**src/sprite_config.svh**
```systemverilog
`ifndef SPRITE_CONFIG_SVH
`define SPRITE_CONFIG_SVH

`define H_ACTIVE    800
`define H_TOTAL     840
`define V_ACTIVE    720
`define V_TOTAL     730

`define SPRITE_SIZE 100
`define SPRITE_X0   100
`define SPRITE_X1   200
`define SPRITE_X2   300
`define SPRITE_X3   400
`define SPRITE_Y0   10
`define SPRITE_Y1   600

`define MEM_WIDTH   800
`define MEM_HEIGHT  100
`define ADDR_BITS   17

`define BG_LIGHT    32'h00c8c8c8
`define BG_DARK     32'h00404040
`define TILE_SHIFT  4

`endif
```
**src/video_timing.sv**
```systemverilog
`timescale 1ns/1ps

`include "sprite_config.svh"

module video_timing (
  input  logic       clk,
  input  logic       reset,
  output logic [9:0] pos_x,
  output logic [9:0] pos_y,
  output logic       active
);

  logic x_wrap;
  logic y_wrap;

  assign x_wrap = (pos_x == 10'(`H_TOTAL - 1));
  assign y_wrap = (pos_y == 10'(`V_TOTAL - 1));

  always_ff @(posedge clk) begin
    if (reset) begin
      pos_x <= '0;
    end else if (x_wrap) begin
      pos_x <= '0;
    end else begin
      pos_x <= pos_x + 10'd1;
    end
  end

  // Vertical counter steps once per line.
  always_ff @(posedge clk) begin
    if (reset) begin
      pos_y <= '0;
    end else if (x_wrap) begin
      if (y_wrap) begin
        pos_y <= '0;
      end else begin
        pos_y <= pos_y + 10'd1;
      end
    end
  end

  assign active = (pos_x < 10'(`H_ACTIVE)) && (pos_y < 10'(`V_ACTIVE));

endmodule

```
**config.mk**
```make
export PLATFORM = sky130hd
export DESIGN_NAME = video_timing
export DESIGN_NICKNAME = d
export VERILOG_FILES = /design/src/video_timing.sv
export VERILOG_INCLUDE_DIRS = /design/src
export SDC_FILE = /design/constraint.sdc
export NUM_CORES = 1
export LEC_CHECK = 0
export BUFFER_PORTS_ARGS = -buffer_cell sky130_fd_sc_hd__buf_4
export CORE_ASPECT_RATIO = 0.9
export CORE_UTILIZATION = 55
export CTS_CLUSTER_DIAMETER = 100
export DETAILED_ROUTE_END_ITERATION = 7
export GPL_ROUTABILITY_DRIVEN = 1
export PLACE_DENSITY = 0.81
export SYNTH_ARGS = -nofsm -noshare
export SYNTH_HDL_FRONTEND = slang
export SYNTH_SLANG_ARGS = --single-unit
```
**constraint.sdc**
```tcl
create_clock -name clk -period 5.5 [get_ports clk]
set_input_delay 1.1 -clock clk [delete_from_list [all_inputs] [get_ports clk]]
set_output_delay 1.1 -clock clk [all_outputs]
set_load 0.1 [all_outputs]
```
# Yosys cells after proc, flatten, opt, wreduce, memory -nomap -nowiden
# Cells that the tools add are included.
# classes
n_reduce_logical,2
magnitude_cmp,2
muxes,1
n_eq_ne,2
add_sub_neg,2
# op_table
operator,count
"adder 10 x 1 -> 10 bit, second input constant",2
"equality test 10 bit, second input constant",2
"< comparator 10 bit, second input constant",2
2-to-1 mux 10 bit,1
OR reduction 2 bit,1
logical AND 1 bit,1
# totals
wordCells,11
inputBits,2
regBits,20
output_inout_bits,21

# Depth between registers and ports, before layout
# Gate-level depths: netlist (run 1).
# logic_depth
ltp_word,2
ltp_mapped,6
depth_no_buf,6

# Worst setup path after synthesis (run 1)
# OpenSTA, ideal clock, no wires.
# synth_timing
path_kind,flip-flop to output port
start,register pos_x[7]
end,output port active
n_path_buf,0
path_stages_with_launch,3
required_time_ns,4.400
setup_slack_ns,1.706
arrival_ns,2.694
path_cell_list,dfxtp_1 or3_1 a22oi_1
# synth_between
elab_chain_len,2
# synth_lines
item,line,source
from (decl),video_timing.sv:8,"output logic [9:0] pos_x,"
from (signal assigned),video_timing.sv:25,pos_x <= pos_x + 10'd1;
< comparator 10 bit,video_timing.sv:42,assign active = (pos_x < 10'(`H_ACTIVE)) && (pos_y < 10'(`V_ACTIVE));
logical AND 1 bit,video_timing.sv:42,
to (decl),video_timing.sv:10,output logic active
# Every way passes these cells.

# Worst setup path in the final report (run 1)
# Same ends and word-level chain as after synthesis.

==> results.sh, run 1 <==
export IMPL_outcome="finished, final reports clean"
export IMPL_clock_sink_count=20
export IMPL_ir_drop_v=0.000221
export IMPL_synth_yosys_seq_area_share_pct=40.4
export IMPL_crit_path_start_kind="flop"
export IMPL_cts_resized_gates=0
export IMPL_critPathMaxFanout=5
export IMPL_whs_ns=0.505
export IMPL_ys_ff_latch=20
export IMPL_maxClockFrequency_mhz=370
export IMPL_worst_setup_hold_path_clk_slew_ns=0.10
export IMPL_synth_edf_count=0
export IMPL_timing_final_setup_violations=0
export IMPL_holdBufCountCts=0
export IMPL_avg_cell_area_syn_um2=8.85
export IMPL_post_cts_buffers=0
export IMPL_worstMarginPinSlew_ns=0.363
export IMPL_syn_cell_area_um2=991
export IMPL_clock_insertion_delay_worst_skew_ns=0.30
export IMPL_synth_net_count=117
export IMPL_max_cap_viol_count=0
export IMPL_arrival_ns=1.60
export IMPL_drive_gt1_share_pct=23.7
export IMPL_dr_first_iter_drc_count=9
export IMPL_routedWlPerCell_um=12.7
export IMPL_floorplan_core_area_um2=1680
export IMPL_antenna_left=0
export IMPL_mostFrequentLayoutCell="sky130_fd_sc_hd__buf_4"
export IMPL_grt_setup_unrepaired="no"
export IMPL_totalNegativeSetupSlack_ns=0
export IMPL_part_of_the_total_power_dissipated_in_sequential_elements_pct=61.5
export IMPL_post_route_drc_count=0
export IMPL_cell_int_power_mw=0.178
export IMPL_clock_tree_htree_level_count=1
export IMPL_ioPinCount=23
export IMPL_criticalPathCategory="flop to output port"
export IMPL_placement_rows=14
export IMPL_numCtsBuffers=3
export IMPL_antenna_cells=0
export IMPL_hold_violations=0
export IMPL_cts_root_buffer="sky130_fd_sc_hd__clkbuf_4"
export IMPL_initial_core_util_pct=58.9
export IMPL_dpl_hpwl_mm=1.53
export IMPL_cts_root_to_sink_buffers=2
export IMPL_detailroute_via_count=870
export IMPL_drt_vias_per_instance=5.47
export IMPL_power_share_switching_pct=26.5
export IMPL_final_cell_mix="22 x sky130_fd_sc_hd__buf_4, 20 x sky130_fd_sc_hd__dfxtp_1, 18 x sky130_fd_sc_hd__nor2_1"
export IMPL_ys_flop_type="sky130_fd_sc_hd__dfxtp_1"
export IMPL_yosys_cell_types_count=31
export IMPL_grt_util_all_layers_pct=24.1
export IMPL_critical_path_required_ns=4.40
export IMPL_worstSetupEndpointType="output port"
export IMPL_comb_power_share_pct=10.5
export IMPL_portBuffers=22
export IMPL_final_period_minus_worst_setup_slack_ns=2.70
export IMPL_hold_path_class="flop to flop"
export IMPL_area_growth_synth_to_final_pct=21.2
export IMPL_yosysWarningCount=0
export IMPL_floorplan_die_height_um=42.3
export IMPL_gpl_final_weighted_congestion=0.829
export IMPL_grt_pass1_vias=778
export IMPL_overflow=0
export IMPL_drv_slew=0
export IMPL_timing_clock_skew_ns=0.00385
export IMPL_die_area_um2=1980
export IMPL_postRouteWirelength_mm=2.03
export IMPL_max_slew_margin_pct=75.7
export IMPL_antenna_found_initial=0
export IMPL_grt_pass1_wl_mm=3.40
export IMPL_post_route_util_pct=71.4
export IMPL_floorplan_die_width_um=46.7
export IMPL_powerDensity_nw_per_um2=202
export IMPL_power_frac_clock_pct=28.0
export IMPL_drt_first_pass_iters=4
export IMPL_period_share_pct=49.2
export IMPL_largest_net_degree_at_the_start_of_global_routing=11
export IMPL_num_nets_final=142
export IMPL_synth_cells=112
export IMPL_lkg_pwr_nw=0.457
export IMPL_tritoncts="done"
export IMPL_async_set_or_reset_flop_fraction_in_the_synthesized_netlist_pct=0
export IMPL_switching_power_mw=0.0643
==> synth_stat cells (2+ instances only) <==
master,instances,area share [%]
sky130_fd_sc_hd__nand2_1,7,2.7
sky130_fd_sc_hd__or3_1,4,2.5
sky130_fd_sc_hd__a21oi_1,6,3.0
sky130_fd_sc_hd__or3b_2,2,1.8
sky130_fd_sc_hd__inv_1,4,1.5
sky130_fd_sc_hd__and3_1,3,1.9
sky130_fd_sc_hd__o21ai_0,3,1.5
sky130_fd_sc_hd__or4_1,2,1.5
sky130_fd_sc_hd__nand3_1,6,3.0
sky130_fd_sc_hd__xnor2_1,6,5.3
sky130_fd_sc_hd__nand4_1,5,3.2
sky130_fd_sc_hd__dfxtp_1,20,40
sky130_fd_sc_hd__xor2_1,5,4.4
sky130_fd_sc_hd__o31ai_1,2,1.5
sky130_fd_sc_hd__clkbuf_1,2,0.76
sky130_fd_sc_hd__nor2_1,18,6.8
sky130_fd_sc_hd__ha_1,3,3.8
==> power by group through the flow <==
stage	registers [mW]	clock network (mW)	logic (mW)
2_1_floorplan	0.165	0	0.00712
3_3_place_gp	0.152	0	0.0251
3_5_place_dp	0.152	0	0.0257
4_1_cts	0.149	0.0710	0.0257
5_1_grt	0.150	0.0746	0.0266
6_report	0.149	0.0681	0.0255
==> sequential cells by signal (all words and copies together), names as in the netlist <==
| name | count |
|---|---|
| pos_y | 10 |
| pos_x | 10 |
==> per-stage QoR <==
step	total power, mW	setup WS, ns	cells	area [µm²]
finish	0.243	2.80	159	1200
global route	0.251	2.74	159	1200
CTS	0.246	2.80	159	1200
detailed placement	0.178	3.16	156	1180
global placement	0.177	3.17	156	1180
floorplan	0.173	1.71	112	991
==> layer usage <==
| metal | up-vias | GRT usage, % | routed length, µm |
|---|---|---|---|
| li1 | 439 | - | - |
| met3 | 6 | 8.19 | 86 |
| met5 | - | 0 | 0 |
| met4 | 0 | 9.14 | 42 |
| met1 | 401 | 32.7 | 955 |
| met2 | 24 | 34.7 | 941 |
==> kinds of logic after synthesis <==
family | after synthesis | share of synthesized area, %
buffers and inverters | 6 | 2.27
AND/OR/NAND/NOR | 57 | 33.3
XOR/XNOR | 11 | 9.72
adder cells (fa/ha/maj) | 3 | 3.79
AO/OA/AOI/OAI | 15 | 10.5
flip-flops | 20 | 40.4
==> final timing paths <==
path              slack, ns       end  cells after the start      from
setup / recovery       2.80    active                      3  pos_x[7]
hold / removal         0.50  pos_y[1]                      2  pos_y[1]
setup reg to reg       3.47  pos_y[4]                      5  pos_y[0]
hold reg to reg        0.50  pos_y[1]                      2  pos_y[1]
==> cell type report <==
cell class,count,area [µm²]
Multi-Input combinational cell,86,568
Fill cell,151,480
Sequential cell,20,400
Timing Repair Buffer,22,165
Tap cell,24,30.0
Clock buffer,3,22.5
Inverter,4,15.0
==> worst max-delay path: stages, from the launching register on <==
cell and delay, ns:
sky130_fd_sc_hd__dfxtp_1 0.39, sky130_fd_sc_hd__or3_1 0.39, sky130_fd_sc_hd__a22oi_1 0.19, sky130_fd_sc_hd__buf_4 0.33
(Power assumes the default switching activity.)
==> inputs of run 2 (changes only) <==
- ABC_AREA: unset -> 1
- CORE_UTILIZATION: 55 -> 53
- PLACE_DENSITY: 0.81 -> 0.78
- clock period: 5.5 -> 2.82 ns (I/O delays scaled with it)
==> results.sh, run 2 <==
export IMPL_dpl_cell_count=217
export IMPL_topRoutingLayerUsed="met4"
export IMPL_postRouteWirelength_mm=2.45
export IMPL_final_critical_path_setup_slack_ns=0.758
export IMPL_drv_slew=0
export IMPL_lkg_pwr_nw=0.627
export IMPL_ioPinCount=23
export IMPL_tritoncts="done"
export IMPL_clock_insertion_delay_worst_skew_ns=0.30
export IMPL_portBuffers=22
export IMPL_synth_most_common_cell="sky130_fd_sc_hd__nand2_1"
export IMPL_maxClockFrequency_mhz=485
export IMPL_finish_instance_area_um2=1320
export IMPL_synth_yosys_seq_area_share_pct=36.0
export IMPL_antenna_cells=0
export IMPL_drt_vias_per_instance=5.05
export IMPL_syn_cell_area_um2=1110
export IMPL_drive_gt1_share_pct=20.5
export IMPL_place_area_um2=1300
export IMPL_critPathMaxFanout=6
export IMPL_max_cap_viol_count=0
export IMPL_ys_flop_type="sky130_fd_sc_hd__dfxtp_1"
export IMPL_dr_first_iter_drc_count=44
export IMPL_hold_path_class="primary input to flop"
export IMPL_numCtsBuffers=3
export IMPL_grt_pass1_vias=927
export IMPL_largest_net_degree_at_the_start_of_global_routing=12
export IMPL_timing_final_setup_violations=0
export IMPL_design_power_total_mw=0.471
export IMPL_period_share_pct=73.1
export IMPL_routedWlPerCell_um=11.1
export IMPL_wl_met3_um=180
export IMPL_post_route_drc_count=0
export IMPL_crit_path_start_kind="flop"
export IMPL_gpl_final_weighted_congestion=0.889
export IMPL_floorplan_die_height_um=45.5
export IMPL_area_growth_synth_to_final_pct=18.7
export IMPL_worst_setup_hold_path_clk_slew_ns=0.11
export IMPL_cts_root_buffer="sky130_fd_sc_hd__clkbuf_4"
export IMPL_grt_util_all_layers_pct=23.4
export IMPL_final_period_minus_worst_setup_slack_ns=2.06
export IMPL_drt_first_pass_iters=4
export IMPL_cts_resized_gates=0
export IMPL_outcome="finished, final reports clean"
export IMPL_ys_ff_latch=20
export IMPL_cts_root_to_sink_buffers=2
export IMPL_floorplan_die_width_um=50.3
export IMPL_hold_violations=0
export IMPL_critical_path_required_ns=2.26
export IMPL_mostFrequentLayoutCell="sky130_fd_sc_hd__nand2_1"
export IMPL_initial_core_util_pct=57.1
export IMPL_max_slew_margin_pct=72.0
export IMPL_worstSetupEndpointType="output port"
export IMPL_clock_tree_htree_level_count=1
export IMPL_antenna_left=0
export IMPL_holdBufCountCts=0
export IMPL_met1Wirelength_mm=1.19
export IMPL_grt_pass1_wl_mm=4.02
export IMPL_clock_sink_count=20
export IMPL_antenna_found_initial=0
export IMPL_dpl_hpwl_mm=1.89
export IMPL_post_cts_buffers=0
export IMPL_worstMarginPinSlew_ns=0.417
export IMPL_timing_clock_skew_ns=0.00791
export IMPL_synth_cells=171
export IMPL_num_nets_final=202
export IMPL_layout_top_registers="pos_x (10), pos_y (10)"
export IMPL_synth_net_count=176
export IMPL_finalNonFillerCells=220
export IMPL_synth_edf_count=0
export IMPL_die_area_um2=2290
export IMPL_worst_reg_to_reg_setup_slack_ns=1.21
export IMPL_synth_top_cell_area_share_pct=36.0
export IMPL_overflow=0
export IMPL_grt_setup_unrepaired="no"
export IMPL_netlist_top_cells_count="47 x sky130_fd_sc_hd__nand2_1, 26 x sky130_fd_sc_hd__inv_1, 25 x sky130_fd_sc_hd__nor2_1"
export IMPL_avg_cell_area_syn_um2=6.51
export IMPL_yosys_cell_types_count=23
export IMPL_dp_slack_ns=1.14
export IMPL_criticalPathCategory="flop to output port"
export IMPL_placement_rows=15
export IMPL_floorplan_core_area_um2=1950
export IMPL_detailroute_via_count=1110
export IMPL_final_cell_mix="47 x sky130_fd_sc_hd__nand2_1, 26 x sky130_fd_sc_hd__inv_1, 25 x sky130_fd_sc_hd__nor2_1"
export IMPL_yosysWarningCount=0
export IMPL_filler_cell_count_in_the_final_layout=193
export IMPL_synth_top_cells_by_area="sky130_fd_sc_hd__dfxtp_1 36%, sky130_fd_sc_hd__nand2_1 16%, sky130_fd_sc_hd__inv_1 8.8%"
export IMPL_powerDensity_nw_per_um2=357
export IMPL_totalNegativeSetupSlack_ns=0
export IMPL_synth_top_area_cell="sky130_fd_sc_hd__dfxtp_1"
export IMPL_met2RoutedLength_mm=1.06
export IMPL_ir_drop_v=0.000275
export IMPL_async_set_or_reset_flop_fraction_in_the_synthesized_netlist_pct=0
export IMPL_arrival_ns=1.50
run 2: cell types whose count changed after synthesis, sizes merged, moves of 3 or more:
cell / before / now
inv: 4 / 30
xor2: 5 / 1
nor2: 18 / 29
or3: 4 / 0
and3: 3 / 0
xnor2: 6 / 0
nor3: 1 / 5
nand2: 7 / 48
o21ai: 3 / 7
or4: 3 / 0
nand3: 7 / 13
run 2: worst paths after layout:
check,depth (start not counted),startpoint,to
min reg2reg,1,pos_x[0],pos_x[0]
max,6,pos_y[8],active
min,2,reset,pos_y[8]
max reg2reg,8,pos_x[0],pos_y[0]
run 2: cell type report:
class / instances / area (µm²) / area share (%)
Clock buffer: 3 / 22.5 / 1.70
Inverter: 30 / 113 / 8.52
Multi-Input combinational cell: 120 / 589 / 44.6
Sequential cell: 20 / 400 / 30.3
Tap cell: 25 / 31.3 / 2.37
Timing Repair Buffer: 22 / 165 / 12.5
run 2: where the power goes:
| part | internal, mW | switching, mW | leakage [nW] |
|---|---|---|---|
| Clock | 0.0498 | 0.0824 | 0.0138 |
| Combinational | 0.0108 | 0.0390 | 0.451 |
| Sequential | 0.286 | 0.00328 | 0.162 |
run 2: metrics by stage:
stage	util (%)	hold WS (ns)
2_1_floorplan	-	0.633
3_3_place_gp	66.5	0.449
3_5_place_dp	66.5	0.473
4_1_cts	67.7	0.413
5_1_grt	67.7	0.401
6_report	67.7	0.421
run 2: metal layers:
layer,vias up,global-route usage [%]
met2,36,36.3
met1,492,31.9
met3,4,8.33
li1,578,-
met5,-,0
met4,0,3.89
run 2: critical path: stages (launching register included):
cell,delay (ns)
sky130_fd_sc_hd__dfxtp_1,0.45
sky130_fd_sc_hd__inv_1,0.11
sky130_fd_sc_hd__a31oi_1,0.18
sky130_fd_sc_hd__o21ai_0,0.10
sky130_fd_sc_hd__o21ai_0,0.09
sky130_fd_sc_hd__inv_1,0.06
sky130_fd_sc_hd__buf_4,0.23
run 2: cell families after synthesis:
kind of cell,share of synthesized area [%]
adder cells (fa/ha/maj),3.37
XOR/XNOR,0.787
AND/OR/NAND/NOR,41.6
flip-flops,36.0
buffers and inverters,11.1
AO/OA/AOI/OAI,7.19
