<file path="src/sprite_config.svh">
`ifndef SPRITE_CONFIG_SVH
`define SPRITE_CONFIG_SVH

`define H_ACTIVE    800
`define H_TOTAL     840
`define V_ACTIVE    720
`define V_TOTAL     730

`define SPRITE_SIZE 100
`define SPRITE_X0   100
`define SPRITE_X1   200
`define SPRITE_X2   300
`define SPRITE_X3   400
`define SPRITE_Y0   10
`define SPRITE_Y1   600

`define MEM_WIDTH   800
`define MEM_HEIGHT  100
`define ADDR_BITS   17

`define BG_LIGHT    32'h00c8c8c8
`define BG_DARK     32'h00404040
`define TILE_SHIFT  4

`endif
</file>
<file path="src/sprite_pkg.sv">
package sprite_pkg;

  // One 32-bit pixel word.
  typedef logic [31:0] pixel_t;

  // Four-phase write handshake states.
  typedef enum logic [1:0] {
    wr_idle  = 2'd0,
    wr_write = 2'd1,
    wr_hold  = 2'd2
  } wr_state_t;

  // What covers the current pixel.
  typedef enum logic [1:0] {
    region_bg     = 2'd0,  // Active area, outside all windows.
    region_sprite = 2'd1,  // Inside one of the eight windows.
    region_blank  = 2'd2   // Outside the active area.
  } region_t;

endpackage

</file>
<file path="src/sprite_bus_if.sv">
`timescale 1ns/1ps

interface sprite_bus_if;
  import sprite_pkg::*;

  logic       valid;   // Pixel is in the active area.
  region_t    region;
  logic [2:0] sprite;  // Row bit and column index.
  logic [6:0] off_x;
  logic [6:0] off_y;
  logic [9:0] pix_x;
  logic [9:0] pix_y;

  modport src (
    output valid, region, sprite, off_x, off_y, pix_x, pix_y
  );

  modport dst (
    input valid, region, sprite, off_x, off_y, pix_x, pix_y
  );

endinterface

</file>
<file path="src/sprite_locate.sv">
`timescale 1ns/1ps

`include "sprite_config.svh"

module sprite_locate (
  input  logic       clk,
  input  logic       reset,
  input  logic [9:0] pos_x,
  input  logic [9:0] pos_y,
  input  logic       active,
  sprite_bus_if.src  loc
);
  import sprite_pkg::*;

  localparam logic [9:0] col_x [4] = '{10'(`SPRITE_X0), 10'(`SPRITE_X1),
                                       10'(`SPRITE_X2), 10'(`SPRITE_X3)};
  localparam logic [9:0] row_y [2] = '{10'(`SPRITE_Y0), 10'(`SPRITE_Y1)};
  localparam logic [9:0] size = 10'(`SPRITE_SIZE);

  logic       col_hit;
  logic       row_hit;
  logic [1:0] col_idx;
  logic       row_idx;
  logic [9:0] rel_x;
  logic [9:0] rel_y;
  region_t    region_d;

  // Windows never overlap, so at most one column and one row match.
  always_comb begin
    col_hit = 1'b0;
    col_idx = 2'd0;
    rel_x   = '0;
    for (int i = 0; i < 4; i++) begin
      if (pos_x >= col_x[i] && pos_x < col_x[i] + size) begin
        col_hit = 1'b1;
        col_idx = 2'(i);
        rel_x   = pos_x - col_x[i];
      end
    end

    row_hit = 1'b0;
    row_idx = 1'b0;
    rel_y   = '0;
    for (int j = 0; j < 2; j++) begin
      if (pos_y >= row_y[j] && pos_y < row_y[j] + size) begin
        row_hit = 1'b1;
        row_idx = 1'(j);
        rel_y   = pos_y - row_y[j];
      end
    end

    if (!active) begin
      region_d = region_blank;
    end else if (col_hit && row_hit) begin
      region_d = region_sprite;
    end else begin
      region_d = region_bg;
    end
  end

  always_ff @(posedge clk) begin
    if (reset) begin
      loc.valid  <= 1'b0;
      loc.region <= region_blank;
    end else begin
      loc.valid  <= active;
      loc.region <= region_d;
    end
  end

  always_ff @(posedge clk) begin
    loc.sprite <= {row_idx, col_idx};  // Bottom row sets bit 2.
    loc.off_x  <= rel_x[6:0];
    loc.off_y  <= rel_y[6:0];
    loc.pix_x  <= pos_x;
    loc.pix_y  <= pos_y;
  end

endmodule

</file>
<file path="src/flat_wrapper.sv">
// flat-port wrapper written by rule: the top's interface ports become plain ports
module sprite_locate_flat import sprite_pkg::*;
  (clk, reset, pos_x, pos_y, active, loc_valid, loc_region, loc_sprite, loc_off_x, loc_off_y, loc_pix_x, loc_pix_y);
  sprite_bus_if loc_i ();
  input  logic clk;
  input  logic reset;
  input  logic [9:0] pos_x;
  input  logic [9:0] pos_y;
  input  logic active;
  output wire logic [$bits(loc_i.valid)-1:0] loc_valid;
  output wire logic [$bits(loc_i.region)-1:0] loc_region;
  output wire logic [$bits(loc_i.sprite)-1:0] loc_sprite;
  output wire logic [$bits(loc_i.off_x)-1:0] loc_off_x;
  output wire logic [$bits(loc_i.off_y)-1:0] loc_off_y;
  output wire logic [$bits(loc_i.pix_x)-1:0] loc_pix_x;
  output wire logic [$bits(loc_i.pix_y)-1:0] loc_pix_y;
  assign loc_valid = loc_i.valid;
  assign loc_region = loc_i.region;
  assign loc_sprite = loc_i.sprite;
  assign loc_off_x = loc_i.off_x;
  assign loc_off_y = loc_i.off_y;
  assign loc_pix_x = loc_i.pix_x;
  assign loc_pix_y = loc_i.pix_y;
  sprite_locate u_core (.clk(clk), .reset(reset), .pos_x(pos_x), .pos_y(pos_y), .active(active), .loc(loc_i));
endmodule
</file>
<file path="config.mk">
export PLATFORM = sky130hd
export DESIGN_NAME = sprite_locate_flat
export DESIGN_NICKNAME = d
export VERILOG_FILES = /design/src/sprite_pkg.sv /design/src/sprite_bus_if.sv /design/src/sprite_locate.sv /design/src/flat_wrapper.sv
export VERILOG_INCLUDE_DIRS = /design/src
export SDC_FILE = /design/constraint.sdc
export NUM_CORES = 1
export LEC_CHECK = 0
export BUFFER_PORTS_ARGS = -buffer_cell sky130_fd_sc_hd__buf_2
export CAP_MARGIN = 20
export CORE_MARGIN = 5
export CORE_UTILIZATION = 45
export DETAILED_ROUTE_END_ITERATION = 16
export GPL_TIMING_DRIVEN = 0
export PLACE_DENSITY = 0.76
export REMOVE_ABC_BUFFERS = 1
export SYNTH_ARGS = -nofsm -noshare
export SYNTH_HDL_FRONTEND = slang
export SYNTH_SLANG_ARGS = --single-unit
</file>
<file path="constraint.sdc">
create_clock -name clk -period 1.8 [get_ports clk]
set_input_delay 0.09 -clock clk [delete_from_list [all_inputs] [get_ports clk]]
set_output_delay 0.09 -clock clk [all_outputs]
set_load 0.03 [all_outputs]
</file>
* After elaboration in Yosys (flattened, before gate mapping)
Cells that the tools add are included.
** Word-level totals
- Register bits :: 40
- Input port bits :: 23
- Output and inout port bits :: 40
- Word-level logic and storage cells :: 53
** Cells by class
- $add $sub $neg :: 6
- Order comparisons :: 12
- Muxes and demuxes :: 16
- Bitwise gates (word level) :: 1
- Reductions and logical operators :: 9
** Operators with widths (count)
- 7-bit 2-to-1 mux :: 6
- 10-bit by 9-bit less-than comparator with 1-bit output, second input constant :: 3
- 7-bit subtractor, second input constant :: 3
- 10-bit by 9-bit >= comparator with 1-bit output, second input constant :: 2
- 10-bit >= comparator, second input constant :: 1
- 10-bit by 4-bit >= comparator with 1-bit output, second input constant :: 1
- 10-bit by 7-bit >= comparator with 1-bit output, second input constant :: 1
- 10-bit by 8-bit >= comparator with 1-bit output, second input constant :: 1
- 10-bit less-than comparator, second input constant :: 1
- 10-bit by 7-bit less-than comparator with 1-bit output, second input constant :: 1
- 10-bit by 8-bit less-than comparator with 1-bit output, second input constant :: 1
- 1-bit 2-to-1 mux :: 10
- 1-bit logical AND :: 7
- 7-bit by 4-bit subtractor with 7-bit output, second input constant :: 1
- 7-bit by 5-bit subtractor with 7-bit output, second input constant :: 1
- 7-bit by 6-bit subtractor with 7-bit output, second input constant :: 1
- 2-bit OR reduction :: 2
- 1-bit inverter :: 1

* Depth between registers and ports, before layout
Gate-level depths: netlist of run 1.
- Word-level depth :: 8
- Gate-level depth with buffers :: 7
- Mapped depth without buffers :: 7

* Worst setup path before layout of run 1
No wires, ideal clock.
- Path type :: in2reg
- Start point :: input port pos_x[4]
- End point :: register u_core.loc.off_x[0]
- Setup time :: 0.115 ns
- Arrival :: 1.582 ns
- Required time :: 1.685 ns
- Slack :: 0.103 ns
- Cell stages on the path :: 7
- Path buffers :: 0
- Cell sequence :: inv_1 -> ha_1 -> a21bo_2 -> nand2_1 -> a32o_2 -> or4_1 -> and2_1
** On the way
- Cells in the longest elaborated chain, start to end :: 6
- Elaborated cells between the ends (all ways) :: 16
- Those cells by class :: 8 x order compare; 4 x mux; 4 x reduce/logical
** Ends and longest elaborated chain
- from (decl) :: line flat_wrapper.sv:7 : input logic [9:0] pos_x;
- 10-bit by 7-bit >= comparator with 1-bit output or 10-bit by 8-bit less-than comparator with 1-bit output (tied branches) :: line sprite_locate.sv:34 : if (pos_x >= col_x[i] && pos_x < col_x[i] + size) begin
- 1-bit logical AND :: line sprite_locate.sv:34
- 7-bit 2-to-1 mux (3 in a row) :: line sprite_locate.sv:34
- 7-bit 2-to-1 mux * :: line sprite_locate.sv:34
- via u_core.rel_x[0] :: line sprite_locate.sv:24 : logic [9:0] rel_x;
- to (signal assigned) :: line sprite_locate.sv:73 : loc.off_x <= rel_x[6:0];
- to (decl) :: line sprite_bus_if.sv:15 : output valid, region, sprite, off_x, off_y, pix_x, pix_y
Mark *: on every way through the listed nets, which the timed path passes. The rest lies on a longest branch.
A chain may end at the register's enable or synchronous reset.

* Final worst setup path of run 1
- Start point :: input port pos_x[9]
- End point :: register u_core.loc.off_x[1]
The elaborated chain is that of the path after synthesis.

==> results.md, run 1 <==
* Outcome: finished clean
* # rows at 23
* Design area at 2525 sq um
* Hold Crit Start: pos_x[2]
* Vias in the first global route at 1554
* Initial antenna violation count at 0
* Synth area leader: dfxtp_1
* Pwr Total at 0.002208 W
* Hold Fails Final Rpt at 0
* DR vias/cell at 5.196
* Die area at 5469 sq um
* Die height at 73.96 um
* Total wire length at 4352 um
* Area Growth Syn to Fin at 37.19%
* CP Data Required Time at 1.99 ns
* Yosys synthesis warning count at 0
* Final setup TNS at 0 ns
* Compound-Gate Fraction of Synth Area at 22.64%
* Port Buffers at 62
* Clock Tree Buf Depth at 2
* CP Cell Sequence: dlygate4sd3_1 -> buf_2 -> nor3_1 -> a21oi_2 -> a31oi_4 -> or4_4 -> and2_1
* Die width at 73.96 um
* RSZ-0062 raised after global routing: false
* Synthesized area per cell at 9.842 sq um
* Mapped Cells at 187
* DR pass1 iterations at 4
* Worst slew pin tran at 0.4690 ns
* Gp weighted congestion at 0.8500
* XOR/XNOR Fraction of Synth Area at 0.9517%
* Pwr dens at 874.4 nW/um^2
* Post-Layout Cell Count at 322
* Number of fill cells at 319
* #FFs+latches synth at 40
* Synth top area share at 43.51%
* Placed Cells at 296
* GRT Total Usage at 16.74%
* Worst Hold Depth at 1
* Worst Setup Slack, final at 0.06305 ns
* Starting Density at 46.35%
* Post-synthesis adder-cell area fraction at 10.88%
* Period utilisation layout at 96.50%
* CTS tree: built
* DRT iter0 DRCs at 91
* Library cells used by synthesis at 52
* Fin nets at 310
* Max Slew Vio Count at 0
* FMAX at 575.7 MHz
* Proportion of synthesized area in mux cells at 0.6118%
* Critical Path Slowest Stage Cell: or4_4
* Worst min path class: input pin to flip-flop
* Grt total ovfl at 0
* Worst VDD drop at 0.0003877 V
* Drt drc at 0
* Hold EP: u_core.loc.pix_x[2]$_DFF_P_
* Largest family of logic cells by synthesized area: compound AO/OA/AOI/OAI gates
* Leakage at 1.172 nW
* Area of the mapped netlist at 1841 sq um
* Post-Place Cell Area at 2191 sq um
* Clock-pin slew on the worst setup and hold paths at 0.07 ns
* Clock sink count at 40
* Asr flop ratio synth at 0%
* Post-synth EDFFs at 0
* Largest net degree at the start of global routing at 13
* Synth Area in Simple Gates at 16.93%
* Tmin final at 1.737 ns
* Post-DP HPWL at 3064 um
* Root Buffer Master: clkbuf_8
* Final setup violation count at 0
* Primary FF master, synth: dfxtp_1
* Wire length per cell at 13.52 um
* Final ANT Viol Nets at 0
* IO Pins at 63
* Sequential fraction of the synthesis area at 43.51%
* Crit-path max cell delay at 0.57 ns
* CP Data Arrival Time at 1.93 ns
* Htree depth at 2
* First-pass GRT wire length at 7058 um
* Layout cells sized above 1 at 33.09%
* Via count at 1673
* CP Capture Type: flip-flop
* Max_cap viols at 0
* Setup crit start: pos_x[9]
* Diode count at 0
* Std-Cell Core Area at 3971 sq um
* Setup Crit Path Kind: input pin to flip-flop
* Total CTS buffers at 5
* Worst slack, placed at -0.3367 ns
* Top cells by area, synth: dfxtp_1, ha_1, inv_1, a21oi_1, nand2_1
* Crit start category: input pin
* CP max FO at 7
* Slew HR at 68.73%
[report_power, final]
part / internal (W) / total, W / switching, W
combinational: 0.000165 / 0.000453 / 0.000289
sequential: 0.000941 / 0.000952 / 0.0000114
clock: 0.000489 / 0.000803 / 0.000313
[per-layer routing]
layer,track usage (%),vias up,part of all wire (%)
li1,-,843,-
met1,20.93,778,43
met2,27.56,45,50
met3,4.324,7,5.9
met4,6.640,0,1.5
met5,0,-,0
[per-stage QoR]
step / hold slack [ns] / util, %
floorplan: 0.1177 / -
global placement: 0.2185 / 55.17
detailed placement: 0.2228 / 55.17
CTS: 0.007309 / 62.38
global route: 0.007672 / 63.58
finish: 0.01832 / 63.58
[final cells by class]
cell class	count	area, sq um	share of cell area, %
multi-input combinational	128	989.7	39.20
tap	50	62.56	2.478
clock inverter	1	30.03	1.189
inverter	16	60.06	2.379
sequential	40	800.8	31.71
clock buffer	7	96.34	3.816
timing repair buffer	80	485.5	19.23
[synthesized netlist by cell type, drive strengths merged, types with 2 or more instances]
cell    instances
o31ai           2
o21ai           7
nor2           10
buf             2
nand3           3
or2             2
a41oi           2
a21o            2
nor3            3
a31oi           5
nor2b           4
a21oi          12
nor4            2
nand2          14
dfxtp          40
a211oi          2
a311oi          3
o32ai           3
inv            16
ha             16
a211o           2
nand2b          6
nand3b          2
and2            5
[registers in the layout (all words and copies together) (netlist names)]
register,cells
u_core.loc.pix_x,10
u_core.loc.off_x,7
u_core.loc.pix_y,10
u_core.loc.region,2
u_core.loc.valid,1
u_core.loc.sprite,3
u_core.loc.off_y,7
[how the worst max path moves through the flow]
stage	endpoint	cells after the start	slack (ns)
global placement	u_core.loc.off_x[1]$_DFF_P_	8	-0.31
CTS	u_core.loc.off_x[0]$_DFF_P_	8	0.02
detailed placement	u_core.loc.off_x[0]$_DFF_P_	8	-0.34
global route	u_core.loc.off_x[1]$_DFF_P_	7	0.002
floorplan	u_core.loc.off_x[0]$_DFF_P_	7	0.10
finish	u_core.loc.off_x[1]$_DFF_P_	7	0.06
[critical path: cells and delay by family]
family	cells	cell delay (ns)
AO/OA/AOI/OAI	2	0.31
buffers and inverters	2	0.70
AND/OR/NAND/NOR	3	0.82
[placed cells by master (no fill, tap or decap), types with 3 or more instances in the layout]
cell type and count:
nor2_1 10, and2_1 5, o21ai_0 6, a31oi_1 4
nand3_1 3, ha_1 15, nor2b_1 4, nand2_1 13
inv_2 3, inv_1 13, o32ai_1 3, a21oi_1 10
nor3_1 3, nand2b_1 6, dlygate4sd3_1 16, buf_2 62
clkbuf_8 7, dfxtp_1 40
[cells by family (layout without fill, tap and decap cells)]
logic type,Yosys count,after routing
multiplexers,1,1
XOR/XNOR,2,2
AND/OR/NAND/NOR,57,57
buffers and inverters,19,104
flip-flops,40,40
AO/OA/AOI/OAI,52,52
adder cells (fa/ha/maj),16,16
[repair_timing]
item	4_1_cts	5_1_grt
buffers inserted	0	2
hold buffers	16	0
resized for setup	1	8
endpoints found under the setup margin	3	6
pin swaps	0	3
endpoints found under the hold margin	16	0
Power figures use the tool's default switching activity.
==> inputs of run 2 (changes only) <==
--- a/config.mk
+++ b/config.mk
@@ -6,7 +6,7 @@
 export SDC_FILE = /design/constraint.sdc
 export NUM_CORES = 1
 export LEC_CHECK = 0
-export BUFFER_PORTS_ARGS = -buffer_cell sky130_fd_sc_hd__buf_2
+export BUFFER_PORTS_ARGS = -buffer_cell sky130_fd_sc_hd__buf_4
 export CAP_MARGIN = 20
 export CORE_MARGIN = 5
 export CORE_UTILIZATION = 45
==> run 2 against run 1 <==
Effect of this change:
- first-iteration DRC count rose by 3.3%
- critical path depth rose by 1
- utilization rose by 4.3 points
- combinational power rose by 13%
- non-clock buffer count rose by 5
- critical endpoint is now u_core.loc.off_x[0]$_DFF_P_
- largest power group unchanged
==> results.md, run 2 (synthesis gave the netlist of run 1 again) <==
* Outcome: finished clean
* Clock sink count at 40
* Total wire length at 4543 um
* Tmin final at 1.744 ns
* Clock-pin slew on the worst setup and hold paths at 0.07 ns
* CTS tree: built
* Wire length per cell at 13.94 um
* CP Data Required Time at 1.98 ns
* Number of fill cells at 317
* CP max FO at 8
* Diode count at 0
* Fin nets at 315
* Root Buffer Master: clkbuf_8
* Die area at 5469 sq um
* Grt total ovfl at 0
* Area Growth Syn to Fin at 46.36%
* Vias in the first global route at 1563
* Std-Cell Core Area at 3971 sq um
* Post-DP HPWL at 3101 um
* Total CTS buffers at 5
* Hold Crit Start: pos_x[7]
* Fin Hold WS at 0.01737 ns
* Layout cells sized above 1 at 33.33%
* IO Pins at 63
* GRT Total Usage at 16.56%
* Die width at 73.96 um
* FMAX at 573.5 MHz
* Leakage at 1.209 nW
* Worst VDD drop at 0.0004406 V
* Htree depth at 2
* Largest net degree at the start of global routing at 13
* Pwr dens at 749.4 nW/um^2
* Worst min path class: input pin to flip-flop
* Period utilisation layout at 96.88%
* Die height at 73.96 um
* Setup Crit Path Kind: input pin to flip-flop
* Commonest non-fill, non-tap cell in the layout: buf_4
* Final setup violation count at 0
* DR vias/cell at 5.123
* Max_cap viols at 0
* # rows at 23
* Hold Fails Final Rpt at 0
* Initial antenna violation count at 0
* Max Slew Vio Count at 0
* CP Capture Type: flip-flop
* Drt drc at 0
* Port Buffers at 62
* Final ANT Viol Nets at 0
* Gp weighted congestion at 0.8559
* Slew HR at 68.09%
* Via count at 1670
* Setup crit start: pos_x[4]
* CP Data Arrival Time at 1.92 ns
* DR pass1 iterations at 4
* Crit start category: input pin
* Clock Tree Buf Depth at 2
* Starting Density at 46.35%
* Most frequent cells in the layout: buf_4, dfxtp_1, dlygate4sd3_1, inv_1, ha_1
* Final core occ at 67.83%
* DRT iter0 DRCs at 94
* Biggest regs: u_core.loc.pix_x (10), u_core.loc.pix_y (10)
* Worst setup path end: u_core.loc.off_x[0]$_DFF_P_
* First-pass GRT wire length at 7058 um
* Worst slew pin tran at 0.4787 ns
-- run 2: changes by cell type in the layout (fill, tap and decap cells not counted), sizes merged --
| cell | before | now |
|---|---|---|
| dlygate4sd3 | 16 | 20 |
| buf | 64 | 65 |
| bufinv | 1 | 0 |
| clkbuf | 7 | 6 |
| clkinv | 0 | 1 |
| clkinvlp | 0 | 1 |
| inv | 16 | 15 |
-- run 2: per-layer routing --
layer | share of wire [%] | vias to the layer above | track usage, %
li1 | - | 850 | -
met1 | 41 | 771 | 21.09
met2 | 51 | 45 | 27.17
met3 | 6.7 | 4 | 5.000
met4 | 0.88 | 0 | 4.829
met5 | 0 | - | 0
-- run 2: area by class of cell --
class | instances | area [sq um] | area share, %
clock buffers | 6 | 72.57 | 2.694
repair buffers | 85 | 688.2 | 25.55
well taps | 50 | 62.56 | 2.322
multi-input cells | 128 | 1001 | 37.16
inverters | 16 | 63.81 | 2.369
clock inverters | 1 | 5.005 | 0.1858
flip-flops and latches | 40 | 800.8 | 29.73
-- run 2: power by group --
group,internal (W),switching [W],total [W]
logic,0.000217,0.000296,0.000513
registers,0.000942,0.0000143,0.000956
clock network,0.000263,0.000286,0.000550
total,0.00142,0.000596,0.00202
-- run 2: worst min path at each step --
stage	endpoint	slack (ns)	cells past startpoint
global route	u_core.loc.pix_x[7]$_DFF_P_	0.01	1
floorplan	u_core.loc.pix_x[0]$_DFF_P_	0.12	0
detailed placement	u_core.loc.pix_y[9]$_DFF_P_	0.21	1
CTS	u_core.loc.pix_x[7]$_DFF_P_	0.007	1
global placement	u_core.loc.pix_y[8]$_DFF_P_	0.21	1
finish	u_core.loc.pix_x[7]$_DFF_P_	0.02	1
-- run 2: timing repair --
| item | CTS | global route |
|---|---|---|
| setup endpoints to repair | 0 | 6 |
| endpoints found under the hold margin | 20 | 0 |
| gates resized for setup | 0 | 11 |
| hold buffers | 20 | 0 |
| setup buffers | 0 | 3 |
-- run 2: through the flow --
stage	worst slack, ns	instance area [sq um]	setup TNS (ns)	std cells	power (W)
finish	0.05622	2694	0	326	0.002019
global route	-0.01655	2694	-0.02078	326	0.002119
CTS	0.03178	2624	0	323	0.002014
detailed placement	-0.2634	2346	-0.8088	296	0.001433
global placement	-0.2601	2346	-0.7939	296	0.001429
floorplan	0.1034	1818	0	184	0.001243
-- run 2: critical path, stage by stage --
cell,delay (ns)
buf_4,0.16
clkinvlp_4,0.16
ha_2,0.24
a21bo_2,0.26
nand2_1,0.07
a32o_2,0.32
or4_4,0.44
and2_1,0.17
