## config.mk

```make
export PLATFORM = sky130hd
export DESIGN_NAME = pixel_mixer_flat
export DESIGN_NICKNAME = d
export VERILOG_FILES = /design/src/sprite_pkg.sv /design/src/sprite_bus_if.sv /design/src/pixel_mixer.sv /design/src/flat_wrapper.sv
export VERILOG_INCLUDE_DIRS = /design/src
export SDC_FILE = /design/constraint.sdc
export NUM_CORES = 1
export LEC_CHECK = 0
export BUFFER_PORTS_ARGS = -buffer_cell sky130_fd_sc_hd__buf_2
export CAP_MARGIN = 20
export CORE_MARGIN = 1.5
export CORE_UTILIZATION = 34
export CTS_BUF_LIST = sky130_fd_sc_hd__clkbuf_8
export CTS_CLUSTER_SIZE = 20
export DETAILED_ROUTE_END_ITERATION = 16
export PLACE_DENSITY = 0.77
export SYNTH_ARGS = -nofsm -noshare
export SYNTH_HDL_FRONTEND = slang
export SYNTH_SLANG_ARGS = --single-unit
export TNS_END_PERCENT = 5
```

## constraint.sdc

```tcl
create_clock -name clk -period 1.35 [get_ports clk]
set_clock_uncertainty 0.15 [all_clocks]
set_input_delay 0.3375 -clock clk [delete_from_list [all_inputs] [get_ports clk]]
set_output_delay 0.3375 -clock clk [all_outputs]
set_load 0.01 [all_outputs]
```

## src/sprite_config.svh

```systemverilog
`ifndef SPRITE_CONFIG_SVH
`define SPRITE_CONFIG_SVH

`define H_ACTIVE    800
`define H_TOTAL     840
`define V_ACTIVE    720
`define V_TOTAL     730

`define SPRITE_SIZE 100
`define SPRITE_X0   100
`define SPRITE_X1   200
`define SPRITE_X2   300
`define SPRITE_X3   400
`define SPRITE_Y0   10
`define SPRITE_Y1   600

`define MEM_WIDTH   800
`define MEM_HEIGHT  100
`define ADDR_BITS   17

`define BG_LIGHT    32'h00c8c8c8
`define BG_DARK     32'h00404040
`define TILE_SHIFT  4

`endif
```

## src/sprite_pkg.sv

```systemverilog
package sprite_pkg;

  // One 32-bit pixel word.
  typedef logic [31:0] pixel_t;

  // Four-phase write handshake states.
  typedef enum logic [1:0] {
    wr_idle  = 2'd0,
    wr_write = 2'd1,
    wr_hold  = 2'd2
  } wr_state_t;

  // What covers the current pixel.
  typedef enum logic [1:0] {
    region_bg     = 2'd0,  // Active area, outside all windows.
    region_sprite = 2'd1,  // Inside one of the eight windows.
    region_blank  = 2'd2   // Outside the active area.
  } region_t;

endpackage

```

## src/sprite_bus_if.sv

```systemverilog
`timescale 1ns/1ps

interface sprite_bus_if;
  import sprite_pkg::*;

  logic       valid;   // Pixel is in the active area.
  region_t    region;
  logic [2:0] sprite;  // Row bit and column index.
  logic [6:0] off_x;
  logic [6:0] off_y;
  logic [9:0] pix_x;
  logic [9:0] pix_y;

  modport src (
    output valid, region, sprite, off_x, off_y, pix_x, pix_y
  );

  modport dst (
    input valid, region, sprite, off_x, off_y, pix_x, pix_y
  );

endinterface

```

## src/pixel_mixer.sv

```systemverilog
`timescale 1ns/1ps

`include "sprite_config.svh"

module pixel_mixer (
  input  logic               clk,
  input  logic               reset,
  sprite_bus_if.dst          mem,
  input  sprite_pkg::pixel_t pixel,
  output logic               pix_valid,
  output logic [9:0]         pix_x,
  output logic [9:0]         pix_y,
  output sprite_pkg::pixel_t pix_out
);
  import sprite_pkg::*;

  logic   tile_bit;
  pixel_t bg_color;
  pixel_t pix_d;

  // Checkerboard of 16 by 16 tiles.
  assign tile_bit = mem.pix_x[`TILE_SHIFT] ^ mem.pix_y[`TILE_SHIFT];
  assign bg_color = tile_bit ? `BG_DARK : `BG_LIGHT;

  always_comb begin
    case (mem.region)
      region_sprite: pix_d = (pixel != '0) ? pixel : bg_color;  // Zero is transparent.
      region_bg:     pix_d = bg_color;
      default:       pix_d = '0;
    endcase
  end

  always_ff @(posedge clk) begin
    if (reset) begin
      pix_valid <= 1'b0;
    end else begin
      pix_valid <= mem.valid;
    end
  end

  always_ff @(posedge clk) begin
    pix_x   <= mem.pix_x;
    pix_y   <= mem.pix_y;
    pix_out <= pix_d;
  end

endmodule

```

## src/flat_wrapper.sv

```systemverilog
// flat-port wrapper written by rule: the top's interface ports become plain ports
module pixel_mixer_flat import sprite_pkg::*;
  (clk, reset, pixel, pix_valid, pix_x, pix_y, pix_out, mem_valid, mem_region, mem_sprite, mem_off_x, mem_off_y, mem_pix_x, mem_pix_y);
  sprite_bus_if mem_i ();
  input  logic clk;
  input  logic reset;
  input  sprite_pkg::pixel_t pixel;
  output logic pix_valid;
  output logic [9:0] pix_x;
  output logic [9:0] pix_y;
  output sprite_pkg::pixel_t pix_out;
  input wire logic [$bits(mem_i.valid)-1:0] mem_valid;
  input wire logic [$bits(mem_i.region)-1:0] mem_region;
  input wire logic [$bits(mem_i.sprite)-1:0] mem_sprite;
  input wire logic [$bits(mem_i.off_x)-1:0] mem_off_x;
  input wire logic [$bits(mem_i.off_y)-1:0] mem_off_y;
  input wire logic [$bits(mem_i.pix_x)-1:0] mem_pix_x;
  input wire logic [$bits(mem_i.pix_y)-1:0] mem_pix_y;
  assign mem_i.valid = mem_valid;
  assign mem_i.region = mem_region;
  assign mem_i.sprite = mem_sprite;
  assign mem_i.off_x = mem_off_x;
  assign mem_i.off_y = mem_off_y;
  assign mem_i.pix_x = mem_pix_x;
  assign mem_i.pix_y = mem_pix_y;
  pixel_mixer u_core (.clk(clk), .reset(reset), .mem(mem_i), .pixel(pixel), .pix_valid(pix_valid), .pix_x(pix_x), .pix_y(pix_y), .pix_out(pix_out));
endmodule
```

; Word-level counts from Yosys, hierarchy flattened
; Cells that the tools add are included.
[totals]
ff_bits = 53
latchBits = 0
ram_bits = 0
mem_bits_ro = 0
output_inout_bits = 53
word_cells = 11
mem_count = 0
[classes]
add_sub_neg = 0
mul = 0
div_mod_pow = 0
order_cmp = 0
n_eq_ne = 1
shifts = 0
mux = 3
bitwise = 1
n_reduce_logical = 2
[ops]
columns = operator, count
row1 = case mux 32 bit (2 select lines), 1
row2 = 2-to-1 mux 32 bit, 1
row3 = nonzero test 32 bit, 1
row4 = 2-to-1 mux 24 bit, 1
row5 = equality test 2 x 1 -> 1 bit (second input constant), 1
row6 = logical NOT 2 bit, 1
row7 = XOR 1 bit, 1

; Longest topological paths before layout
; Gate-level depths: netlist (run 1).
[depth]
word_depth = 4
ltp_mapped = 5
ltp_nobuf = 4

; Worst setup path after synthesis (run 1)
; Ideal clock, no wire load.
[synth_path]
kind = in2reg
startpoint = input pixel[20]
endpoint = register u_core.pix_out[11]
setup_time_ns = 0.076
arrival_time_ns = 1.144
required_time_ns = 1.124
path_slack_ns = -0.019
stages = 5
cell_sequence = nor4_1 nand4_1 o21a_1 buf_6 o22ai_1
[synth_between]
elab_chain_len = 3
[synth_rtl]
columns = item, line_no
row1 = start: declaration, flat_wrapper.sv:7  ; input sprite_pkg::pixel_t pixel;
row2 = nonzero test 32 bit, pixel_mixer.sv:27  ; region_sprite: pix_d = (pixel != '0) ? pixel : bg_color;
row3 = 2-to-1 mux 32 bit, pixel_mixer.sv:27
row4 = case mux 32 bit (2 select lines), pixel_mixer.sv:26  ; case (mem.region)
row5 = named net u_core.pix_d[11], pixel_mixer.sv:19  ; pixel_t pix_d;
row6 = end signal: assignment, pixel_mixer.sv:44  ; pix_out <= pix_d;
row7 = end: declaration, pixel_mixer.sv:13  ; output sprite_pkg::pixel_t pix_out
; The timed path passes the listed nets, and every way through them passes these cells.
; A chain may end at the register's enable or synchronous reset.

; Final worst setup path (run 1)
[layout_path]
startpoint = input pixel[10]
endpoint = register u_core.pix_out[19]
; The elaborated chain is that of the path after synthesis.

==> results of run 1 <==
==> flip-flops by register name (all words and copies together) (netlist names) <==
name / cells
u_core.pix_y: 10
u_core.pix_x: 10
u_core.pix_valid: 1
u_core.pix_out: 32
==> critical path: stages <==
cell and delay, ns:
sky130_fd_sc_hd__buf_2 0.11, sky130_fd_sc_hd__nor4_2 0.30, sky130_fd_sc_hd__nand4_1 0.13, sky130_fd_sc_hd__o21a_2 0.29, sky130_fd_sc_hd__o22ai_1 0.17
==> cell families (layout without fill, tap and decap cells) <==
family,Yosys count,in the layout,synth area share [%]
AO/OA/AOI/OAI,10,10,4.181
flip-flops,53,53,73.87
AND/OR/NAND/NOR,42,42,18.64
XOR/XNOR,1,1,0.6099
buffers and inverters,8,150,2.700
==> layer usage <==
layer / share of wire, % / wire length (microns) / GRT usage (%) / vias to the layer above
met2: 52 / 2167 / 34.34 / 77
met3: 10 / 434 / 6.579 / 4
met1: 36 / 1485 / 16.92 / 598
li1: - / - / - / 653
met5: 0 / 0 / 0 / -
met4: 1.2 / 49 / 6.500 / 0
==> final cells by class <==
cell class              count  area share [%]
clock inverters             2           1.512
multi-input cells          53           16.38
flip-flops and latches     53           42.74
well taps                  50           2.520
clock buffers               6           3.327
inverters                   3          0.4536
repair buffers            139           33.06
==> what timing repair did <==
action,CTS,global route
hold buffers,20,0
gates cloned,0,0
hold endpoints to repair,20,0
resized for setup,1,4
setup endpoints to repair,23,9
==> worst max-delay path by stage <==
stage | depth (start not counted) | slack, ns | startpoint | end
after CTS | 5 | 0.008 | pixel[29] | u_core.pix_out[19]
after global placement | 3 | -0.48 | mem_region[1] | u_core.pix_out[20]
final | 5 | 0.09 | pixel[10] | u_core.pix_out[19]
after global routing | 5 | 0.02 | pixel[5] | u_core.pix_out[11]
after floorplan | 5 | -0.01 | pixel[9] | u_core.pix_out[15]
after detailed placement | 3 | -0.47 | mem_region[0] | u_core.pix_out[20]
==> power by group <==
group          internal [uW]  switching [uW]
clock network            603             501
registers               1640            19.6
logic                    204             178
total                   2450             698
==> through the flow <==
step | utilization [%] | cells
after floorplan | - | 114
after global placement | 52.92 | 278
after detailed placement | 52.92 | 278
after CTS | 60.93 | 306
after global routing | 61.61 | 306
final | 61.61 | 306
==> cells in the mapped netlist <==
cell,n
sky130_fd_sc_hd__o22ai_1,6
sky130_fd_sc_hd__nor2b_1,2
sky130_fd_sc_hd__and2_1,22
sky130_fd_sc_hd__dfxtp_1,53
sky130_fd_sc_hd__buf_6,1
sky130_fd_sc_hd__inv_1,3
sky130_fd_sc_hd__xnor2_1,1
sky130_fd_sc_hd__nand2b_1,1
sky130_fd_sc_hd__and2_2,1
sky130_fd_sc_hd__nand2_1,6
sky130_fd_sc_hd__nand4_1,2
sky130_fd_sc_hd__clkbuf_1,3
sky130_fd_sc_hd__o21a_1,1
sky130_fd_sc_hd__clkbuf_2,1
sky130_fd_sc_hd__a21oi_1,3
sky130_fd_sc_hd__nor4_1,5
sky130_fd_sc_hd__nor4_2,3
==> summary by stage, run 1 <==
Logic synthesis
The number of synthesized register bits is 53. The total nets after synthesis is ~190. The largest area contributor in the netlist is sky130_fd_sc_hd__dfxtp_1.

By area the synthesized netlist is led by sky130_fd_sc_hd__dfxtp_1 74%, sky130_fd_sc_hd__and2_1 9.6%, sky130_fd_sc_hd__nor4_2 2.6%. The top cell type's share of synthesized area is around 74%. Summing every instance area after synthesis gives approximately 1400 sq um. In this run the mean area of a mapped cell was 12.60 sq um.

After synthesis, flip-flops and latches occupy between 70% and 80% of the total area. Yosys printed 0 warnings. The post-synthesis instance total is 114.

Counting distinct cell types in the post-synthesis netlist gives 17.

Layout
The final non-filler cell area is between 2000 and 2500 sq um. The repair_antennas step left the layout with diodes totalling 0. Fill cells in the final layout number around 340. In the final design database the tool counted 329 nets. The most frequent standard cell in the layout excluding fill and tap cells is sky130_fd_sc_hd__buf_2. The share of post-route cells with drive strength above 1 is approximately 54%. The top cell types in the final layout, fill and taps aside, are 109 x sky130_fd_sc_hd__buf_2, 53 x sky130_fd_sc_hd__dfxtp_1, 22 x sky130_fd_sc_hd__and2_1. Summing all multi-input logic gate instances after layout gives 406.6 sq um. The total area of sequential cells is 1061 sq um. The area growth from synthesis to layout is 72.82%.

Floorplan
The core outline area is ~4000 sq um. The boundary pin count is 127. From bottom edge to top edge, the die measures 68.00 microns. The die outline area is 4623 sq um. The starting density of the core is 35.65%.

The die width is 68.00 microns. The count of standard-cell rows is 23.

Min path
The number of cells on the worst hold path is 2. The worst min-delay path endpoint is u_core.pix_valid. In this run the worst hold path is classified as input port to flip-flop. The launch point of the worst hold path is reset.

Global routing
The total overflow reported by the global router is 0. Entering global routing, the biggest net connects 24 pins. Across every metal layer, demand over resource in global routing totals 17.80%. The via count of the first global-routing pass is 1306. The initial antenna violation count is 0.

The first global-routing pass estimated between 5000 and 6000 microns of wire.

Timing
The time the final worst path needs with I/O delays and setup is 1.264 ns. The tightest hold path in the finished design has a slack of 0.03387 ns. The worst path uses between 90% and 100% of the clock period. The pin slew with the least headroom to its limit is 0.6522 ns. Summed over all failing endpoints, the final setup total negative slack is 0 ns. The number of hold violations in the final report is 0. The setup violation total in the final timing report is 0.

The post-layout worst setup margin is 0.08564 ns. The achievable frequency is 790.9 MHz. The final-report max-slew violation count came to 0.

Setup repair after global routing left no endpoint under its margin. The headroom to the max-slew limit is 56.32%.

Critical path
STA classifies the critical path startpoint as an input port. The maximum fanout along the worst path is 9. The arrival time of data at the critical path endpoint is roughly 1.4 ns. The kind of end point of the critical path is a flip-flop. Data on the critical path is required at its endpoint by approximately 1.4 ns. The critical path is of the input port to flip-flop type.

Routing
The first routing iteration left 44 violations. The post-detailed-routing wire length is ~4100 microns. The first TritonRoute pass finished after 4 iterations. After detailed routing, the number of vias per cell comes to 4.353. In the routed design, unresolved DRC markers number 0. The count of nets left with antenna violations once routing finished came out at 0. In the final routed layout, each cell accounts on average for 13.52 microns.

The via total after detailed routing is roughly 1300.

Place
After detailed placement, the total cell area comes to 2132 sq um. The count of buffers added on input and output ports is 109. The total half-perimeter wirelength after legalization and detailed placement is 2814 microns. OpenSTA, run right after detailed placement, puts the worst setup slack at -0.4689 ns. The routability congestion estimate from global placement is 0.7756.

Run status
The run finished with clean final reports.

Power
For this design the static power due to leakage is approximately 0.0012 uW. The maximum vdd drop is 0.4442 mV. The total power is about 3100 uW. The power density over the cells is 1268 nW/um^2.

Clocking
TritonCTS created 5 clock buffers. The count of H-tree levels built during CTS is 2. The clock tree from TritonCTS is yes.

The maximum root-to-sink buffer count is 2. Clock tree synthesis selected as its root buffer the cell sky130_fd_sc_hd__clkbuf_8. Clock-pin slew was measured on the worst setup and hold paths at 0.09 ns.

Once the clock tree was built, the setup fixing pass inserted 0 buffers. CTS saw 53 sinks.

Flow run
The number of violations of the max-capacitance limit is 0.
Note: power is estimated with default switching activity, not from simulation.
==> run 2, diff against run 1 <==
--- a/config.mk
+++ b/config.mk
@@ -13,7 +13,9 @@
 export CTS_BUF_LIST = sky130_fd_sc_hd__clkbuf_8
 export CTS_CLUSTER_SIZE = 20
 export DETAILED_ROUTE_END_ITERATION = 16
+export MAX_ROUTING_LAYER = met4
 export PLACE_DENSITY = 0.77
+export SKIP_CTS_REPAIR_TIMING = 1
 export SYNTH_ARGS = -nofsm -noshare
 export SYNTH_HDL_FRONTEND = slang
 export SYNTH_SLANG_ARGS = --single-unit
==> run 2 against run 1 <==
Compared with the run above: cell count increased by 0.33%; cell area grew 0.20%; first-iteration DRC count grew 6.8%; setup slack got worse by 0.0078 ns; global-route usage fell by 2.3 points; fmax down 0.61%; sequential share of layout area decreased by 0.086 points; critical path depth is the same; wire length about the same; via count fell by 0.53%; power shrank 0.20%; hold slack gained 0.022 ns; critical path type unchanged.
==> summary by stage, run 2 (synthesis results as in run 1) <==
Layout
The area growth from synthesis to layout is 73.17%. The flip-flop count of the largest register, all copies and words added is 32 (unchanged). The number of nets in the finished design is 330 (+0.30%). The register containing the most flip-flops in the final layout is u_core.pix_out. The number of fill cells in the layout was 343 (+0.59%). The share of post-route cells with drive strength above 1 came to 53.70% (-0.21 points). The library cell used most frequently in the layout, excluding fill and tap cells, is sky130_fd_sc_hd__buf_2. The number of antenna cells inserted is 0 (unchanged). In the layout the commonest cells are 109 x sky130_fd_sc_hd__buf_2, 53 x sky130_fd_sc_hd__dfxtp_1, 22 x sky130_fd_sc_hd__and2_1.

In the final layout, the registers with the most flip-flops are u_core.pix_out (32), u_core.pix_x (10), u_core.pix_y (10).

Critical path
STA classifies the critical path endpoint as a flip-flop. The highest cell delay on the worst timing path was 0.30 ns (about the same). The maximum fanout along the worst path is 9 (unchanged). Traced cell by cell, the critical path runs through buf_2 -> nor4_2 -> nand4_1 -> o21a_2 -> o22ai_1. On the critical path the largest part of the delay comes from compound AO/OA/AOI/OAI gates. STA classifies the critical path startpoint as an input port. The count of buffering cells on the critical path with inverters included is 1 (unchanged). The data required time at the worst endpoint is 1.42 ns (about the same).

The slowest library cell on the worst path is sky130_fd_sc_hd__nor4_2. The arrival time of data at the critical path endpoint is 1.35 ns (about the same). The setup path with the least slack is of type input port to flip-flop.

Timing
The headroom to the max-slew limit came to 79.40% (+23 points). The number of hold violations in the final report is 0 (unchanged). Setup repair after global routing left no endpoint under its margin. The post-layout worst setup margin is 0.07788 ns (-0.007758 ns). The final-report max-slew violation count is 0 (unchanged). The post-route fraction of the period consumed by the critical path is 94.23% (+0.57 points). The pin slew with the least headroom to its limit is 0.3084 ns (-0.3438 ns). The setup violation total in the final timing report is 0 (unchanged).

The achievable frequency was 786.1 MHz (-0.61%). The time the final worst path needs with I/O delays and setup is 1.272 ns (+0.007758 ns). The final-layout setup total negative slack is 0 ns (unchanged).

Global routing
The initial antenna violation count was 0 (unchanged). The pin count of the biggest net entering global routing came to 24 (unchanged). The total overflow reported by the global router is 0 (unchanged). The wire length of the first global-routing pass is 4988 microns (-15%). The global-route usage over all layers is 15.49% (-2.3 points). The via count of the first global-routing pass came to 1133 (-13%).

Power
The power density over the cells is 1263 nW/um^2 (-0.40%). The part of the total power dissipated in combinational logic is 12.2% (about the same). The power spent charging and discharging nets came to 690.9 uW (-1.1%). The maximum vdd drop came to 0.6039 mV (+36%). The static leakage is 0.001234 uW (+0.33%).

The portion of total power attributed to sequential cells is 52.9% (about the same). The internal power of the cells is 2452 uW (about the same). The switching fraction of total power is 21.99% (-0.20 points). The clock group share of total power was 34.8% (-0.2 points).

Clocking
The maximum root-to-sink buffer count is 2 (unchanged). The clock-pin slew of the registers on the worst-case setup and hold paths is 0.08 ns (about the same). The root buffer selected by CTS is sky130_fd_sc_hd__clkbuf_8.

The number of buffers created by CTS is 5 (unchanged). The count of H-tree levels built during CTS is 2 (unchanged). The number of sinks on the clock net is 53 (unchanged). TritonCTS built the clock tree.

Run status
The run finished with clean final reports.

Routing
The initial detailed-routing violation count is 47 (+6.8%). The first-pass detailed-route iteration total is 3 (-1). The via total after detailed routing came to 1325 (-0.53%). The count of nets left with antenna violations after detail routing is 0 (unchanged). The routed wirelength normalized by instance count came to 13.48 microns (-0.30%). The post-detailed-routing wire length is 4138 microns (about the same). The detailed-route vias per instance came to 4.316 (-0.85%). The DRC violations left is 0 (unchanged).

Floorplan
The chip height came to 68.00 microns (unchanged). The starting density of the core is 35.65% (unchanged). The boundary pin count is 127 (unchanged). The die outline area is 4623 sq um (unchanged).

The die width was 68.00 microns (unchanged). The count of standard-cell rows was 23 (unchanged). The core outline area is 4029 sq um (unchanged).

Place
The routability congestion estimate from global placement was 0.7862 (+1.4%). The worst setup timing slack at the placement stage is -0.4689 ns (unchanged). The total half-perimeter wirelength after legalization and detailed placement was 2814 microns (unchanged). The count of buffers inserted at the top-level ports is 109 (unchanged).

Flow run
The number of violations of the max-capacitance limit was 0 (unchanged).

Min path
The path type of the worst min-delay path is input port to flip-flop.
## run 2: cell types whose count changed in the layout (fill, tap and decap cells not counted), sizes merged
cell / change
buf: +1
## run 2: routing by layer
metal  share of wire, %  vias to the layer above  wire (microns)  GRT usage [%]
met1                 37                      593            1521          14.75
met4                1.3                        0              52          6.750
met2                 53                       70            2183          28.28
li1                   -                      658               -              -
met3                9.2                        4             380          5.099
met5                  0                        -               0              -
## run 2: stage by stage
| stage | instances | power (uW) | cell area, sq um | utilization [%] | hold WS, ns |
|---|---|---|---|---|---|
| global placement | 278 | 2016 | 2132 | 52.92 | 0.2899 |
| floorplan | 114 | 1813 | 1476 | - | 0.2152 |
| finish | 307 | 3143 | 2487 | 61.74 | 0.05578 |
| detailed placement | 278 | 2024 | 2132 | 52.92 | 0.2917 |
| global route | 307 | 3268 | 2487 | 61.74 | 0.04088 |
| CTS | 286 | 3114 | 2252 | 55.90 | -0.02501 |
## run 2: final timing paths
check	cells past startpoint	startpoint	slack (ns)	to
hold / removal	2	reset	0.06	u_core.pix_valid
setup / recovery	5	pixel[10]	0.08	u_core.pix_out[19]
## run 2: power groups by stage
| stage | logic, uW | clock network [uW] | registers, uW |
|---|---|---|---|
| 2_1_floorplan | 68.5 | 0 | 1740 |
| 3_3_place_gp | 320 | 0 | 1700 |
| 3_5_place_dp | 326 | 0 | 1700 |
| 4_1_cts | 327 | 1130 | 1660 |
| 5_1_grt | 420 | 1170 | 1670 |
| 6_report | 384 | 1090 | 1660 |
## run 2: final cells by class
cell class	count	area, sq um	area share [%]
clock buffer	6	82.58	3.320
multi-input combinational	53	404.1	16.25
timing repair buffer	140	828.3	33.30
clock inverter	2	37.54	1.509
tap	50	62.56	2.515
sequential	53	1061	42.66
inverter	3	11.26	0.4527
